--- src/verilog/dma_pkg.sv ---
//~~~~~~~~~~~~~~~~~~~~~~~~~~~~~~~~~~~~~~~~
// Sizes assume 64-bit beats and bursts of at most 16 beats
// BURST_WRAP is encoded but the engine never issues it
//~~~~~~~~~~~~~~~~~~~~~~~~~~~~~~~~~~~~~~~~
package dma_pkg;

   localparam int DATA_W       = 64;
   localparam int DATA_BYTES   = DATA_W / 8;
   localparam int ADDR_W       = 32;
   localparam int LENGTH_W     = 16;
   localparam int AXI_LEN_W    = 4;
   localparam int AXI_SIZE_W   = 3;
   localparam int BURST_BYTES  = DATA_BYTES * (2 ** AXI_LEN_W);
   localparam int BURSTS_W     = LENGTH_W - AXI_LEN_W + 1;
   localparam int ADDR_GAP     = 3;
   localparam int GAP_W        = $clog2(ADDR_GAP);
   localparam int CNT_W        = 32;
   localparam int DESC_DEPTH   = 4;
   localparam int DATA_DEPTH   = 32;
   localparam bit ENABLE_ERROR = 1'b1;

   // One-hot bit positions of the write FSM
   localparam int S_IDLE            = 0;
   localparam int S_ADDR_PROP_DELAY = 1;
   localparam int S_ADDR_SETUP      = 2;
   localparam int S_FIFO_EMPTY      = 3;
   localparam int S_RD_FIFO_WR_DEST = 4;
   localparam int S_WAIT_FOR_WR_RSP = 5;
   localparam int S_ERROR           = 6;
   localparam int NUM_WR_STATES     = 7;

   typedef enum logic [1:0] {STAND_BY, HOST_TO_DDR, DDR_TO_HOST, DDR_TO_DDR} t_dma_mode;
   typedef enum logic [1:0] {BURST_FIXED, BURST_INCR, BURST_WRAP} t_burst;
   typedef enum logic [1:0] {OKAY, EXOKAY, SLVERR, DECERR} t_resp;

   typedef enum logic [NUM_WR_STATES-1:0] {
      IDLE            = NUM_WR_STATES'(1 << S_IDLE),
      ADDR_PROP_DELAY = NUM_WR_STATES'(1 << S_ADDR_PROP_DELAY),
      ADDR_SETUP      = NUM_WR_STATES'(1 << S_ADDR_SETUP),
      FIFO_EMPTY      = NUM_WR_STATES'(1 << S_FIFO_EMPTY),
      RD_FIFO_WR_DEST = NUM_WR_STATES'(1 << S_RD_FIFO_WR_DEST),
      WAIT_FOR_WR_RSP = NUM_WR_STATES'(1 << S_WAIT_FOR_WR_RSP),
      ERROR           = NUM_WR_STATES'(1 << S_ERROR)
   } t_wr_state;

   // Length is in beats and never zero
   typedef struct packed {
      logic [ADDR_W-1:0]   dest_addr;
      logic [LENGTH_W-1:0] length;
      t_dma_mode           mode;
      logic                go;
   } t_dma_descriptor;

   typedef struct packed {
      logic [ADDR_W-1:0]     addr;
      logic [AXI_LEN_W-1:0]  len;
      t_burst                burst;
      logic [AXI_SIZE_W-1:0] size;
   } t_aw_chan;

   typedef struct packed {
      logic [DATA_W-1:0] data;
      logic              last;
   } t_w_chan;

   typedef struct packed {
      t_resp resp;
   } t_b_chan;

   typedef struct packed {
      logic             busy;
      logic             stopped_on_error;
      logic             wr_rsp_err;
      t_wr_state        wr_state;
      logic [CNT_W-1:0] clk_cnt;
      logic [CNT_W-1:0] valid_cnt;
   } t_dma_status;

   typedef struct packed {
      logic reset_dispatcher;
   } t_dma_csr_control;

endpackage

--- src/verilog/bandwidth_counter.sv ---
//~~~~~~~~~~~~~~~~~~~~~~~~~~~~~~~~~~~~~~~~
// Counts wrap silently at 2**32
//~~~~~~~~~~~~~~~~~~~~~~~~~~~~~~~~~~~~~~~~
module bandwidth_counter (
   input  logic                      clk,
   input  logic                      reset_n,
   input  logic                      clear,
   input  logic                      run,
   input  logic                      beat,
   output logic [dma_pkg::CNT_W-1:0] clk_cnt,
   output logic [dma_pkg::CNT_W-1:0] valid_cnt
);

   import dma_pkg::*;

   // Values hold after a transfer so software can read them back
   always_ff @(posedge clk) begin
      if (!reset_n) begin
         clk_cnt   <= '0;
         valid_cnt <= '0;
      end else if (clear) begin
         clk_cnt   <= '0;
         valid_cnt <= '0;
      end else if (run) begin
         clk_cnt   <= clk_cnt + 1'b1;
         valid_cnt <= valid_cnt + CNT_W'(beat);
      end
   end

endmodule

--- src/verilog/burst_counter.sv ---
//~~~~~~~~~~~~~~~~~~~~~~~~~~~~~~~~~~~~~~~~
// desc must stay stable from load until the descriptor is popped
//~~~~~~~~~~~~~~~~~~~~~~~~~~~~~~~~~~~~~~~~
module burst_counter (
   input  logic                          clk,
   input  logic                          reset_n,
   input  logic                          load,
   input  dma_pkg::t_dma_descriptor      desc,
   input  logic                          beat,
   output logic [dma_pkg::ADDR_W-1:0]    burst_addr,
   output logic [dma_pkg::AXI_LEN_W-1:0] burst_len,
   output logic                          beat_last,
   output logic                          more_bursts
);

   import dma_pkg::*;

   logic [LENGTH_W-1:0] len_m1;
   logic [LENGTH_W-1:0] beat_cnt;
   logic [BURSTS_W-1:0] bursts_done;
   logic [BURSTS_W-1:0] num_bursts;
   logic                final_burst;

   assign len_m1      = desc.length - 1'b1;
   assign final_burst = (bursts_done == num_bursts - 1'b1);

   // Bursts start on 128-byte steps from the descriptor address
   assign burst_addr  = desc.dest_addr + ADDR_W'(bursts_done) * ADDR_W'(BURST_BYTES);
   assign burst_len   = final_burst ? len_m1[AXI_LEN_W-1:0] : '1;

   // Bursts are aligned to 16-beat boundaries within the descriptor
   assign beat_last   = (beat_cnt[AXI_LEN_W-1:0] == '1) || (beat_cnt == len_m1);
   assign more_bursts = (bursts_done < num_bursts);

   always_ff @(posedge clk) begin
      if (!reset_n) begin
         beat_cnt    <= '0;
         bursts_done <= '0;
         num_bursts  <= '0;
      end else if (load) begin
         beat_cnt    <= '0;
         bursts_done <= '0;
         num_bursts  <= BURSTS_W'(len_m1 >> AXI_LEN_W) + 1'b1;
      end else if (beat) begin
         beat_cnt <= beat_cnt + 1'b1;
         if (beat_last) begin
            bursts_done <= bursts_done + 1'b1;
         end
      end
   end

   // FSM must stop taking beats once the descriptor is exhausted
   a_no_extra_beat: assert property (@(posedge clk) disable iff (!reset_n)
      beat |-> (beat_cnt < desc.length))
      else $error("burst_counter: beat after final beat of descriptor");

endmodule

--- src/verilog/dma_fifo.sv ---
//~~~~~~~~~~~~~~~~~~~~~~~~~~~~~~~~~~~~~~~~
// Show-ahead FIFO that drops a push while full
//~~~~~~~~~~~~~~~~~~~~~~~~~~~~~~~~~~~~~~~~
module dma_fifo #(
   parameter type entry_t = logic [7:0],
   parameter int  DEPTH   = 4
) (
   input  logic   clk,
   input  logic   reset_n,
   input  logic   push,
   input  entry_t wr_data,
   output logic   full,
   input  logic   pop,
   output entry_t rd_data,
   output logic   not_empty
);

   localparam int PTR_W  = (DEPTH > 1) ? $clog2(DEPTH) : 1;
   localparam int FILL_W = $clog2(DEPTH + 1);

   entry_t            mem [DEPTH];
   logic [PTR_W-1:0]  wr_ptr;
   logic [PTR_W-1:0]  rd_ptr;
   logic [FILL_W-1:0] fill;
   logic              do_push;
   logic              do_pop;

   function automatic logic [PTR_W-1:0] next_ptr(input logic [PTR_W-1:0] ptr);
      return (ptr == PTR_W'(DEPTH - 1)) ? '0 : ptr + 1'b1;
   endfunction

   assign do_push   = push && !full;
   assign do_pop    = pop && not_empty;
   assign full      = (fill == FILL_W'(DEPTH));
   assign not_empty = (fill != '0);
   // Head is presented without a read cycle
   assign rd_data   = mem[rd_ptr];

   always_ff @(posedge clk) begin
      if (do_push) begin
         mem[wr_ptr] <= wr_data;
      end
   end

   always_ff @(posedge clk) begin
      if (!reset_n) begin
         wr_ptr <= '0;
         rd_ptr <= '0;
         fill   <= '0;
      end else begin
         if (do_push) begin
            wr_ptr <= next_ptr(wr_ptr);
         end
         if (do_pop) begin
            rd_ptr <= next_ptr(rd_ptr);
         end
         fill <= fill + FILL_W'(do_push) - FILL_W'(do_pop);
      end
   end

   a_no_push_full: assert property (@(posedge clk) disable iff (!reset_n) push |-> !full)
      else $error("dma_fifo: push while full, entry dropped");
   a_no_pop_empty: assert property (@(posedge clk) disable iff (!reset_n) pop |-> not_empty)
      else $error("dma_fifo: pop while empty");

endmodule

--- src/verilog/dma_write_top.sv ---
//~~~~~~~~~~~~~~~~~~~~~~~~~~~~~~~~~~~~~~~~
// Host pushes to a full FIFO are lost
//~~~~~~~~~~~~~~~~~~~~~~~~~~~~~~~~~~~~~~~~
module dma_write_top (
   input  logic                       clk,
   input  logic                       reset_n,
   input  logic                       desc_push,
   input  dma_pkg::t_dma_descriptor   desc_in,
   output logic                       desc_full,
   input  logic                       data_push,
   input  logic [dma_pkg::DATA_W-1:0] data_in,
   output logic                       data_full,
   input  dma_pkg::t_dma_csr_control  csr_control,
   output logic                       aw_valid,
   input  logic                       aw_ready,
   output dma_pkg::t_aw_chan          aw,
   output logic                       w_valid,
   input  logic                       w_ready,
   output dma_pkg::t_w_chan           w,
   input  logic                       b_valid,
   input  dma_pkg::t_b_chan           b,
   output dma_pkg::t_dma_status       status
);

   import dma_pkg::*;

   t_dma_descriptor      desc;
   logic                 desc_valid;
   logic                 desc_pop;
   logic [DATA_W-1:0]    data;
   logic                 data_valid;
   logic                 data_rd;
   logic [ADDR_W-1:0]    burst_addr;
   logic [AXI_LEN_W-1:0] burst_len;
   logic                 beat_last;
   logic                 more_bursts;
   logic                 load;
   logic                 beat;
   t_wr_state            wr_state;
   logic                 busy;
   logic                 stopped_on_error;
   logic                 wr_rsp_err;
   logic [CNT_W-1:0]     clk_cnt;
   logic [CNT_W-1:0]     valid_cnt;

   dma_fifo #(.entry_t(t_dma_descriptor), .DEPTH(DESC_DEPTH)) desc_fifo (
      .clk, .reset_n, .push(desc_push), .wr_data(desc_in), .full(desc_full),
      .pop(desc_pop), .rd_data(desc), .not_empty(desc_valid)
   );

   dma_fifo #(.entry_t(logic [DATA_W-1:0]), .DEPTH(DATA_DEPTH)) data_fifo (
      .clk, .reset_n, .push(data_push), .wr_data(data_in), .full(data_full),
      .pop(data_rd), .rd_data(data), .not_empty(data_valid)
   );

   write_dest_fsm fsm (
      .clk, .reset_n, .desc_valid, .desc, .desc_pop, .data_valid, .data, .data_rd,
      .csr_control, .aw_valid, .aw_ready, .aw, .w_valid, .w_ready, .w, .b_valid, .b,
      .state(wr_state), .busy, .stopped_on_error, .wr_rsp_err,
      .burst_addr, .burst_len, .beat_last, .more_bursts, .load, .beat
   );

   burst_counter bursts (
      .clk, .reset_n, .load, .desc, .beat, .burst_addr, .burst_len, .beat_last, .more_bursts
   );

   // Clear on transfer start and count only beats accepted by memory
   bandwidth_counter bw (
      .clk, .reset_n, .clear(load), .run(busy), .beat(w_valid && w_ready), .clk_cnt, .valid_cnt
   );

   assign status = '{
      busy:             busy,
      stopped_on_error: stopped_on_error,
      wr_rsp_err:       wr_rsp_err,
      wr_state:         wr_state,
      clk_cnt:          clk_cnt,
      valid_cnt:        valid_cnt
   };

endmodule

--- src/verilog/write_dest_fsm.sv ---
//~~~~~~~~~~~~~~~~~~~~~~~~~~~~~~~~~~~~~~~~
// One descriptor in flight and only the final b is checked
// Strobes are implied full and b is always accepted
//~~~~~~~~~~~~~~~~~~~~~~~~~~~~~~~~~~~~~~~~
module write_dest_fsm (
   input  logic                          clk,
   input  logic                          reset_n,
   input  logic                          desc_valid,
   input  dma_pkg::t_dma_descriptor      desc,
   output logic                          desc_pop,
   input  logic                          data_valid,
   input  logic [dma_pkg::DATA_W-1:0]    data,
   output logic                          data_rd,
   input  dma_pkg::t_dma_csr_control     csr_control,
   output logic                          aw_valid,
   input  logic                          aw_ready,
   output dma_pkg::t_aw_chan             aw,
   output logic                          w_valid,
   input  logic                          w_ready,
   output dma_pkg::t_w_chan              w,
   input  logic                          b_valid,
   input  dma_pkg::t_b_chan              b,
   output dma_pkg::t_wr_state            state,
   output logic                          busy,
   output logic                          stopped_on_error,
   output logic                          wr_rsp_err,
   input  logic [dma_pkg::ADDR_W-1:0]    burst_addr,
   input  logic [dma_pkg::AXI_LEN_W-1:0] burst_len,
   input  logic                          beat_last,
   input  logic                          more_bursts,
   output logic                          load,
   output logic                          beat
);

   import dma_pkg::*;

   t_wr_state        next;
   logic [GAP_W-1:0] gap_cnt;
   logic             aw_issue;
   logic             rsp_err;
   logic             rsp_ok;
   logic             w_done;
   logic             w_free;

   function automatic t_burst get_burst(input t_dma_mode mode);
      case (mode)
         HOST_TO_DDR: return BURST_INCR;
         // Host-bound writes also go out as INCR
         DDR_TO_HOST: return BURST_INCR;
         DDR_TO_DDR:  return BURST_INCR;
         default:     return BURST_FIXED;
      endcase
   endfunction

   assign load     = state[S_IDLE] && desc_valid && desc.go && aw_ready;
   assign aw_issue = state[S_ADDR_SETUP] && !aw_valid;

   // W holding register frees up when its beat leaves, unless that beat ends the burst
   assign w_done  = w_valid && w_ready && w.last;
   assign w_free  = !w_valid || (w_ready && !w.last);
   assign data_rd = state[S_RD_FIFO_WR_DEST] && data_valid && w_free;
   assign beat    = data_rd;

   assign rsp_err  = (b.resp == SLVERR) || (b.resp == DECERR);
   assign rsp_ok   = b_valid && !(ENABLE_ERROR && rsp_err);
   assign desc_pop = (state[S_WAIT_FOR_WR_RSP] && rsp_ok) ||
                     (state[S_ERROR] && csr_control.reset_dispatcher);

   assign busy             = !state[S_IDLE];
   assign stopped_on_error = state[S_ERROR];
   assign wr_rsp_err       = state[S_ERROR];

   always_comb begin
      next = state;
      unique case (1'b1)
         state[S_IDLE]: begin
            if (load) next = ADDR_SETUP;
         end
         state[S_ADDR_PROP_DELAY]: begin
            if (gap_cnt == GAP_W'(ADDR_GAP - 1)) next = ADDR_SETUP;
         end
         state[S_ADDR_SETUP]: begin
            if (aw_valid && aw_ready) next = FIFO_EMPTY;
         end
         state[S_FIFO_EMPTY], state[S_RD_FIFO_WR_DEST]: begin
            if (w_done) begin
               if (more_bursts) next = ADDR_PROP_DELAY;
               else next = WAIT_FOR_WR_RSP;
            end else if (data_valid) begin
               next = RD_FIFO_WR_DEST;
            end else begin
               next = FIFO_EMPTY;
            end
         end
         state[S_WAIT_FOR_WR_RSP]: begin
            if (rsp_ok) next = IDLE;
            else if (b_valid) next = ERROR;
         end
         state[S_ERROR]: begin
            if (csr_control.reset_dispatcher) next = IDLE;
         end
         default: next = IDLE;
      endcase
   end

   always_ff @(posedge clk) begin
      if (!reset_n) begin
         state    <= IDLE;
         gap_cnt  <= '0;
         aw_valid <= 1'b0;
         w_valid  <= 1'b0;
      end else begin
         state   <= next;
         gap_cnt <= state[S_ADDR_PROP_DELAY] ? gap_cnt + 1'b1 : '0;
         if (aw_issue) begin
            aw_valid <= 1'b1;
         end else if (aw_valid && aw_ready) begin
            aw_valid <= 1'b0;
         end
         if (data_rd) begin
            w_valid <= 1'b1;
         end else if (w_valid && w_ready) begin
            w_valid <= 1'b0;
         end
      end
   end

   always_ff @(posedge clk) begin
      if (aw_issue) begin
         aw.addr  <= burst_addr;
         aw.len   <= burst_len;
         aw.burst <= get_burst(desc.mode);
         aw.size  <= AXI_SIZE_W'($clog2(DATA_BYTES));
      end
      if (data_rd) begin
         w.data <= data;
         w.last <= beat_last;
      end
   end

   a_aw_stable: assert property (@(posedge clk) disable iff (!reset_n)
      aw_valid && !aw_ready |=> aw_valid && $stable(aw))
      else $error("write_dest_fsm: aw changed before acceptance");
   a_w_hold: assert property (@(posedge clk) disable iff (!reset_n)
      w_valid && !w_ready |=> w_valid && $stable(w))
      else $error("write_dest_fsm: w dropped or changed before transfer");

endmodule
--- config.mk ---
export PLATFORM = sky130hd
export DESIGN_NAME = dma_write_top
export DESIGN_NICKNAME = d
export VERILOG_FILES = /design/src/verilog/dma_pkg.sv /design/src/verilog/bandwidth_counter.sv /design/src/verilog/burst_counter.sv /design/src/verilog/dma_fifo.sv /design/src/verilog/dma_write_top.sv /design/src/verilog/write_dest_fsm.sv
export SDC_FILE = /design/constraint.sdc
export NUM_CORES = 2
export LEC_CHECK = 0
export BUFFER_PORTS_ARGS = -buffer_cell sky130_fd_sc_hd__buf_2
export CORE_MARGIN = 2
export CORE_UTILIZATION = 52
export CTS_BUF_LIST = sky130_fd_sc_hd__clkbuf_16
export DETAILED_ROUTE_END_ITERATION = 16
export PLACE_DENSITY = 0.73
export SLEW_MARGIN = 20
export SYNTH_ARGS = -nofsm -noshare
export SYNTH_HDL_FRONTEND = slang
export SYNTH_SLANG_ARGS = --single-unit
--- constraint.sdc ---
create_clock -name clk -period 5.85 [get_ports clk]
set_clock_uncertainty 0.2 [all_clocks]
set_input_delay 0 -clock clk [delete_from_list [all_inputs] [get_ports clk]]
set_output_delay 0 -clock clk [all_outputs]
set_load 0.01 [all_outputs]
; ---- Word-level counts from Yosys, hierarchy flattened
; Memory sizes are Yosys's and may differ from the RTL's. A register that Yosys moved wholly into a read port is not among the register bits.
; Cells that the tools add are included.
[totals]
latchBits = 0
ram_bits = 2252
word_cells = 124
romBits = 0
register_bits = 179
output_inout_bits = 184
in_bits = 125
mem_count = 2
[classes]
mul = 0
n_mux = 25
n_lt_le_gt_ge = 1
n_div = 0
eq_ne = 20
bitwise = 1
reduce_logical = 38
addsub = 17
shifts = 0
[mem_list]
columns = memory, depth, width, read_ports, rd_clocked_by_memory_dff, wr, line
row1 = data_fifo.mem, 32, 64, 1, 1, 1, dma_fifo.sv:21  ; entry_t mem [DEPTH];
row2 = desc_fifo.mem, 4, 51, 1, 1, 1, dma_fifo.sv:21
[ops]
columns = op, n
row1 = one-hot mux 7 bit (6 select lines), 1
row2 = adder 32 x 1 -> 32 bit, 1
row3 = adder 32 x 1 -> 32 bit (second input constant), 1
row4 = adder 32 x 20 -> 32 bit, 1
row5 = two-way mux 5 bit, 6
row6 = two-way mux 7 bit, 4
row7 = logical AND 1 bit, 17
row8 = adder 16 x 1 -> 16 bit (second input constant), 1
row9 = equality test 16 bit, 1
row10 = subtractor 16 x 1 -> 16 bit (second input constant), 1
row11 = equality test 2 bit (second input constant), 7
row12 = adder 12 x 1 -> 13 bit (second input constant), 1
row13 = adder 13 x 1 -> 13 bit (second input constant), 1
row14 = equality test 13 bit, 1
row15 = < comparator 13 bit, 1
row16 = subtractor 13 x 1 -> 13 bit (second input constant), 1
row17 = adder 5 x 1 -> 5 bit (second input constant), 2
row18 = equality test 5 bit (second input constant), 2
row19 = two-way mux 1 bit, 9
row20 = two-way mux 2 bit, 4
row21 = zero test 1 bit, 7
row22 = adder 2 x 1 -> 2 bit (second input constant), 3
row23 = adder 6 x 1 -> 6 bit, 1
row24 = equality test 6 bit (second input constant), 1
row25 = 19 further kinds, 27

; ---- Longest topological paths before layout
[depth]
ltp_word = 9
mapped_depth = 19

; ---- Cells and area by module
; A second synthesis with hierarchy kept.
[hier_totals]
hier_cells = 5187
hier_area_um2 = 98333.1
[by_module_without_submodules]
columns = mod, area_per_inst_um2, cells_each, n_inst, seq_area_each_um2
row1 = dma_fifo at data_fifo, 79249.8, 3747, 1, 61919.4
row2 = dma_fifo at desc_fifo, 7901.3, 319, 1, 6306.0
row3 = burst_counter, 4424.2, 581, 1, 840.8
row4 = write_dest_fsm, 3648.5, 173, 1, 3283.1
row5 = bandwidth_counter, 3080.5, 363, 1, 1281.2
row6 = dma_write_top, 28.8, 4, 1, 0.0

; ---- Worst setup path before layout
; OpenSTA, ideal clock, no wires.
[synth_path]
kind = register to register
start = register with a tool-made name
end = register, netlist name fsm.aw[40]
slack_ns = 0.620
path_buffers = 5
required_time_ns = 5.379
t_arrival_ns = 4.758
stages_incl_launch_ff = 20
path_cell_list = dfxtp_1 > buf_6 > buf_4 > buf_1 > clkbuf_1 > clkbuf_1 > mux4_2 > ha_1 > inv_1 > fa_1 > nor2b_1 > o21ai_0 > a21boi_0 > o21ai_0 > a21oi_1 > o2111ai_1 > nand3_1 > a31oi_1 > nor4bb_1 > xor2_1

==> metrics.md <==
| Metric | Value |
|---|---|
| Longest Clk Path Bufs | 3 |
| Synthesis-to-layout area growth | 16.2% |
| Row cnt | 158 |
| Total vias in the final route | 48200 |
| Global-route total usage across every layer | 24.1% |
| Capture instance of the worst register-to-register path | bursts.bursts_done[9]$_SDFFE_PP0P_ |
| Total I/O pin count | 309 |
| Antenna violations before repair | 12 |
| Floorplan die area | 0.190 mm2 |
| Leak Pwr | 35.3 nW |
| Height of the chip | 435 um |
| Count of nets left with antenna violations after detail routing | 0 |
| Worst-case hold path end point | data_fifo.mem[15][43]$_DFFE_PP_ |
| Count of placed standard cells in the final layout, fillers left out | 7841 |
| Cell area after technology mapping | 0.0968 mm2 |
| Switching power | 8.15 mW |
| Relative contribution of combinational cells to total power | 6.1% |
| Post-synth ARST share | 0% |
| Count of max-cap constraint violations | 0 |
| Area leader, netlist | sky130_fd_sc_hd__edfxtp_1 |
| DRT Wirelength | 229000 um |
| Tightest Hold Check Type | input port to flop |
| Hold Path Depth | 2 |
| Final hold violations | 0 |
| Required arrival time at the worst endpoint | 6.34 ns |
| Global-route wire length before repair | 334000 um |
| CTS root buf | sky130_fd_sc_hd__clkbuf_16 |
| Count of final max-slew check failures | 0 |
| CTS tree | yes |
| Final-report setup violation count | 0 |
| Dpl cells | 7144 |
| Initial core utilization | 52.3% |
| Setup slack of the worst register-to-register path | 0.87 ns |
| Pwr dens | 335 mW/mm2 |
| H-tree level count | 4 |
| Number of buffers inserted by port buffering | 303 |
| CTS clk-pin slew, worst paths | 0.06 ns |
| Clock Power Share | 40.5% |
| Number of fillers in the final layout | 12500 |
| Setup crit end kind | flop |
| Detailed-route DRC error count | 0 |
| Distinct cell type count after synthesis | 78 |
| Router iterations before antenna repair | 5 |
| Routability congestion estimate | 0.837 |
| Sequential cell area in the final layout | 0.0736 mm2 |
| Gate count of the mapped netlist | 4455 |
| Multi-input combinational cell area | 0.0225 mm2 |
| Ratio of cells with drive above 1 in the final layout | 29.6% |
| Total congestion overflow after global routing | 0 |
| P_int | 29.5 mW |
| Clock insertion delay at the later pin of the skew report | 0.88 ns |
| Number of enable-type register cells in the synthesized netlist | 2354 |
| Tightest Pin Transition | 1.12 ns |
| Num CTS Buffers | 237 |
| Number of cells traversed by the worst register-to-register path | 12 |
| Total Neg Setup Slack | 0 ns |
| First-iteration detailed-routing DRC count | 5851 |
| Total number of nets in the final design | 5338 |
| Max-Slew Margin vs Limit | 25.3% |
| Highest net fanout along the worst path | 18 |
| Area share of the largest cell type after synthesis | 73.0% |
| Setup repair after global routing missed its margin | no |
| Fraction of the yosys area taken by sequential cells | 76.0% |
| Final critical delay including setup and external delays | 4.98 ns |
| Critical Path Source Type | flop |
| Largest cells by area after synthesis | sky130_fd_sc_hd__edfxtp_1 73%, sky130_fd_sc_hd__mux4_2 16%, sky130_fd_sc_hd__dfxtp_1 2.9% |
| Sw Ratio | 21.6% |
| Number of synthesized register bits | 2496 |
| Sequential group share of total power | 53.4% |
| Critical path arrival | 5.47 ns |
| Number of warnings printed during yosys synthesis | 0 |
| Detailed-route wire length per cell | 29.2 um |
| DIE WIDTH | 435 um |
| Average size of a mapped cell | 21.7 um2 |
| Most common flop cell mapped by yosys | sky130_fd_sc_hd__edfxtp_1 |
| Vias in the first global route | 48900 |
| Maximum operating frequency | 0.201 GHz |
| Clock Sinks | 2496 |
| Largest net degree at the start of global routing | 98 |
| Number of gates resized after CTS | 0 |
| Routed via count divided by cell count | 6.15 |
| Estimated wirelength of the detail-placed design | 115000 um |
| Type of the worst setup path | flop to flop |
| Maximum ir drop on the vdd rail | 315 uV |
| Worst min-delay path startpoint | data_in[43] |
| Share of the clock period used by the worst path | 85.1% |
| Run status | complete, no violations |
| Core area | 0.185 mm2 |
==> cells by family after synthesis <==
family | Yosys count | synth area share, %
AOI/OAI and AO/OA | 190 | 1.22
xor gates and xnor gates | 135 | 1.22
adders and majority gates | 61 | 0.812
buffers and inverters | 271 | 1.11
DFF | 2496 | 76.0
muxes | 772 | 17.0
other | 2 | 0.00776
and+or+nand+nor | 528 | 2.68
==> power groups by stage <==
stage	sequential [mW]	combinational, mW	clock, mW
3_5_place_dp	20.5	2.16	0
6_report	20.1	2.30	15.3
5_1_grt	20.1	2.48	16.1
2_1_floorplan	20.5	1.34	0
3_3_place_gp	20.5	2.09	0
4_1_cts	20.1	2.31	15.5
==> through the flow <==
stage               total power, mW  cell area (um2)  worst slack, ns  hold slack (ns)  util, %
floorplan                      21.8            96800            0.620           -0.101        -
global placement               22.6           102000             1.09          0.00902     55.2
detailed placement             22.6           102000            0.992           0.0152     55.2
CTS                            37.9           113000            0.884          0.00103     60.7
global route                   38.7           113000            0.578           0.0630     60.7
finish                         37.7           113000            0.871           0.0440     60.7
==> flip-flops by register name, indices dropped and copies added, names as in the netlist, 3 cells and up, named ones only <==
register            count
data_fifo.mem        2048
desc_fifo.mem         204
fsm.w                  65
fsm.aw                 37
bw.clk_cnt             32
bw.valid_cnt           32
bursts.beat_cnt        16
bursts.bursts_done     13
bursts.num_bursts      13
fsm.state               7
data_fifo.fill          6
data_fifo.rd_ptr        5
data_fifo.wr_ptr        5
desc_fifo.fill          3
==> cell usage in the layout, fill, tap and decap left out, types with 7 or more instances in the layout <==
cell type and count:
sky130_fd_sc_hd__nor4_1 10, sky130_fd_sc_hd__and3_1 25, sky130_fd_sc_hd__buf_12 40, sky130_fd_sc_hd__clkinvlp_4 13, sky130_fd_sc_hd__nand4_1 22, sky130_fd_sc_hd__dfxtp_1 135, sky130_fd_sc_hd__nand3_1 44, sky130_fd_sc_hd__buf_4 68
sky130_fd_sc_hd__ha_1 58, sky130_fd_sc_hd__bufinv_16 26, sky130_fd_sc_hd__o21ai_0 51, sky130_fd_sc_hd__a21oi_1 64, sky130_fd_sc_hd__clkbuf_16 237, sky130_fd_sc_hd__xor2_1 69, sky130_fd_sc_hd__nor3b_1 7, sky130_fd_sc_hd__nand2b_1 9
sky130_fd_sc_hd__dlygate4sd3_1 241, sky130_fd_sc_hd__buf_2 308, sky130_fd_sc_hd__and2_1 13, sky130_fd_sc_hd__inv_16 7, sky130_fd_sc_hd__mux2_2 65, sky130_fd_sc_hd__inv_1 108, sky130_fd_sc_hd__xnor2_1 66, sky130_fd_sc_hd__nor2b_1 13
sky130_fd_sc_hd__nor3_1 21, sky130_fd_sc_hd__o21a_1 9, sky130_fd_sc_hd__mux2i_1 17, sky130_fd_sc_hd__inv_6 7, sky130_fd_sc_hd__or3_1 25, sky130_fd_sc_hd__clkinv_2 42, sky130_fd_sc_hd__edfxtp_1 2354, sky130_fd_sc_hd__nand2_1 101
sky130_fd_sc_hd__mux4_2 688, sky130_fd_sc_hd__clkinv_1 53, sky130_fd_sc_hd__nor2_1 162, sky130_fd_sc_hd__nor2_4 32, sky130_fd_sc_hd__a31oi_1 11
==> how the worst max path moves through the flow <==
stage	start	slack (ns)	cells past startpoint	end
2_1_floorplan	flop	0.62	19	fsm.aw[40]$_DFFE_PP_
3_3_place_gp	flop	1.09	12	bursts.bursts_done[8]$_SDFFE_PP0P_
3_5_place_dp	flop	0.99	12	bursts.bursts_done[9]$_SDFFE_PP0P_
4_1_cts	flop	0.88	12	bursts.bursts_done[9]$_SDFFE_PP0P_
5_1_grt	flop	0.58	12	bursts.bursts_done[8]$_SDFFE_PP0P_
6_report	flop	0.87	12	bursts.bursts_done[9]$_SDFFE_PP0P_
==> worst max-delay path, stage by stage (launching register included) <==
cell and delay [ns]:
sky130_fd_sc_hd__dfxtp_4 0.56, sky130_fd_sc_hd__mux4_2 0.62, sky130_fd_sc_hd__inv_1 0.10, sky130_fd_sc_hd__ha_1 0.35, sky130_fd_sc_hd__inv_1 0.13, sky130_fd_sc_hd__or4_1 0.67
sky130_fd_sc_hd__a221o_1 0.39, sky130_fd_sc_hd__or4_4 0.56, sky130_fd_sc_hd__nor4b_4 0.33, sky130_fd_sc_hd__a21oi_2 0.26, sky130_fd_sc_hd__nor4_1 0.39, sky130_fd_sc_hd__xnor2_1 0.17
sky130_fd_sc_hd__nor2_1 0.06
==> layout make-up <==
type                       count  area share, %
antenna                        6         0.0133
clock buffer                 237           5.27
clock inverter               205           1.66
inverter                      66          0.225
multi-input combinational   1690           20.0
sequential                  2496           65.4
tap                         2480           2.76
timing repair buffer         661           4.74
==> Yosys cell counts (all sizes together), types with 3 or more instances <==
library cell  instances
a2111oi               5
a211oi                4
a21o                  4
a21oi                65
a31oi                11
a32oi                 3
and2                 17
and3                 25
and4                  5
buf                  55
clkbuf              150
dfxtp               142
edfxtp             2354
fa                    3
ha                   58
inv                  64
mux2                 65
mux2i                17
mux4                690
nand2               102
nand2b                9
nand3                44
nand3b                6
nand4                23
nor2                195
nor2b                14
nor3                 21
nor3b                 7
nor4                 14
nor4b                 3
o2111ai               6
o211ai                5
o21a                  9
o21ai                51
o31ai                 4
or2                   7
or3                  25
or3b                  3
or4                   7
xnor2                66
xor2                 69
==> repair_timing <==
item / in CTS / in global routing
hold buffers: 248 / 0
hold endpoints to repair: 2333 / 0
buffers inserted: 0 / 0
==> per-layer routing <==
| metal | up-vias | track usage, % | routed length, um |
|---|---|---|---|
| li1 | 20000 | - | - |
| met1 | 25500 | 33.3 | 87900 |
| met2 | 2362 | 39.9 | 116000 |
| met3 | 412 | 3.96 | 18400 |
| met4 | 8 | 7.37 | 6730 |
| met5 | - | 0 | 52 |
(Power assumes the default switching activity.)
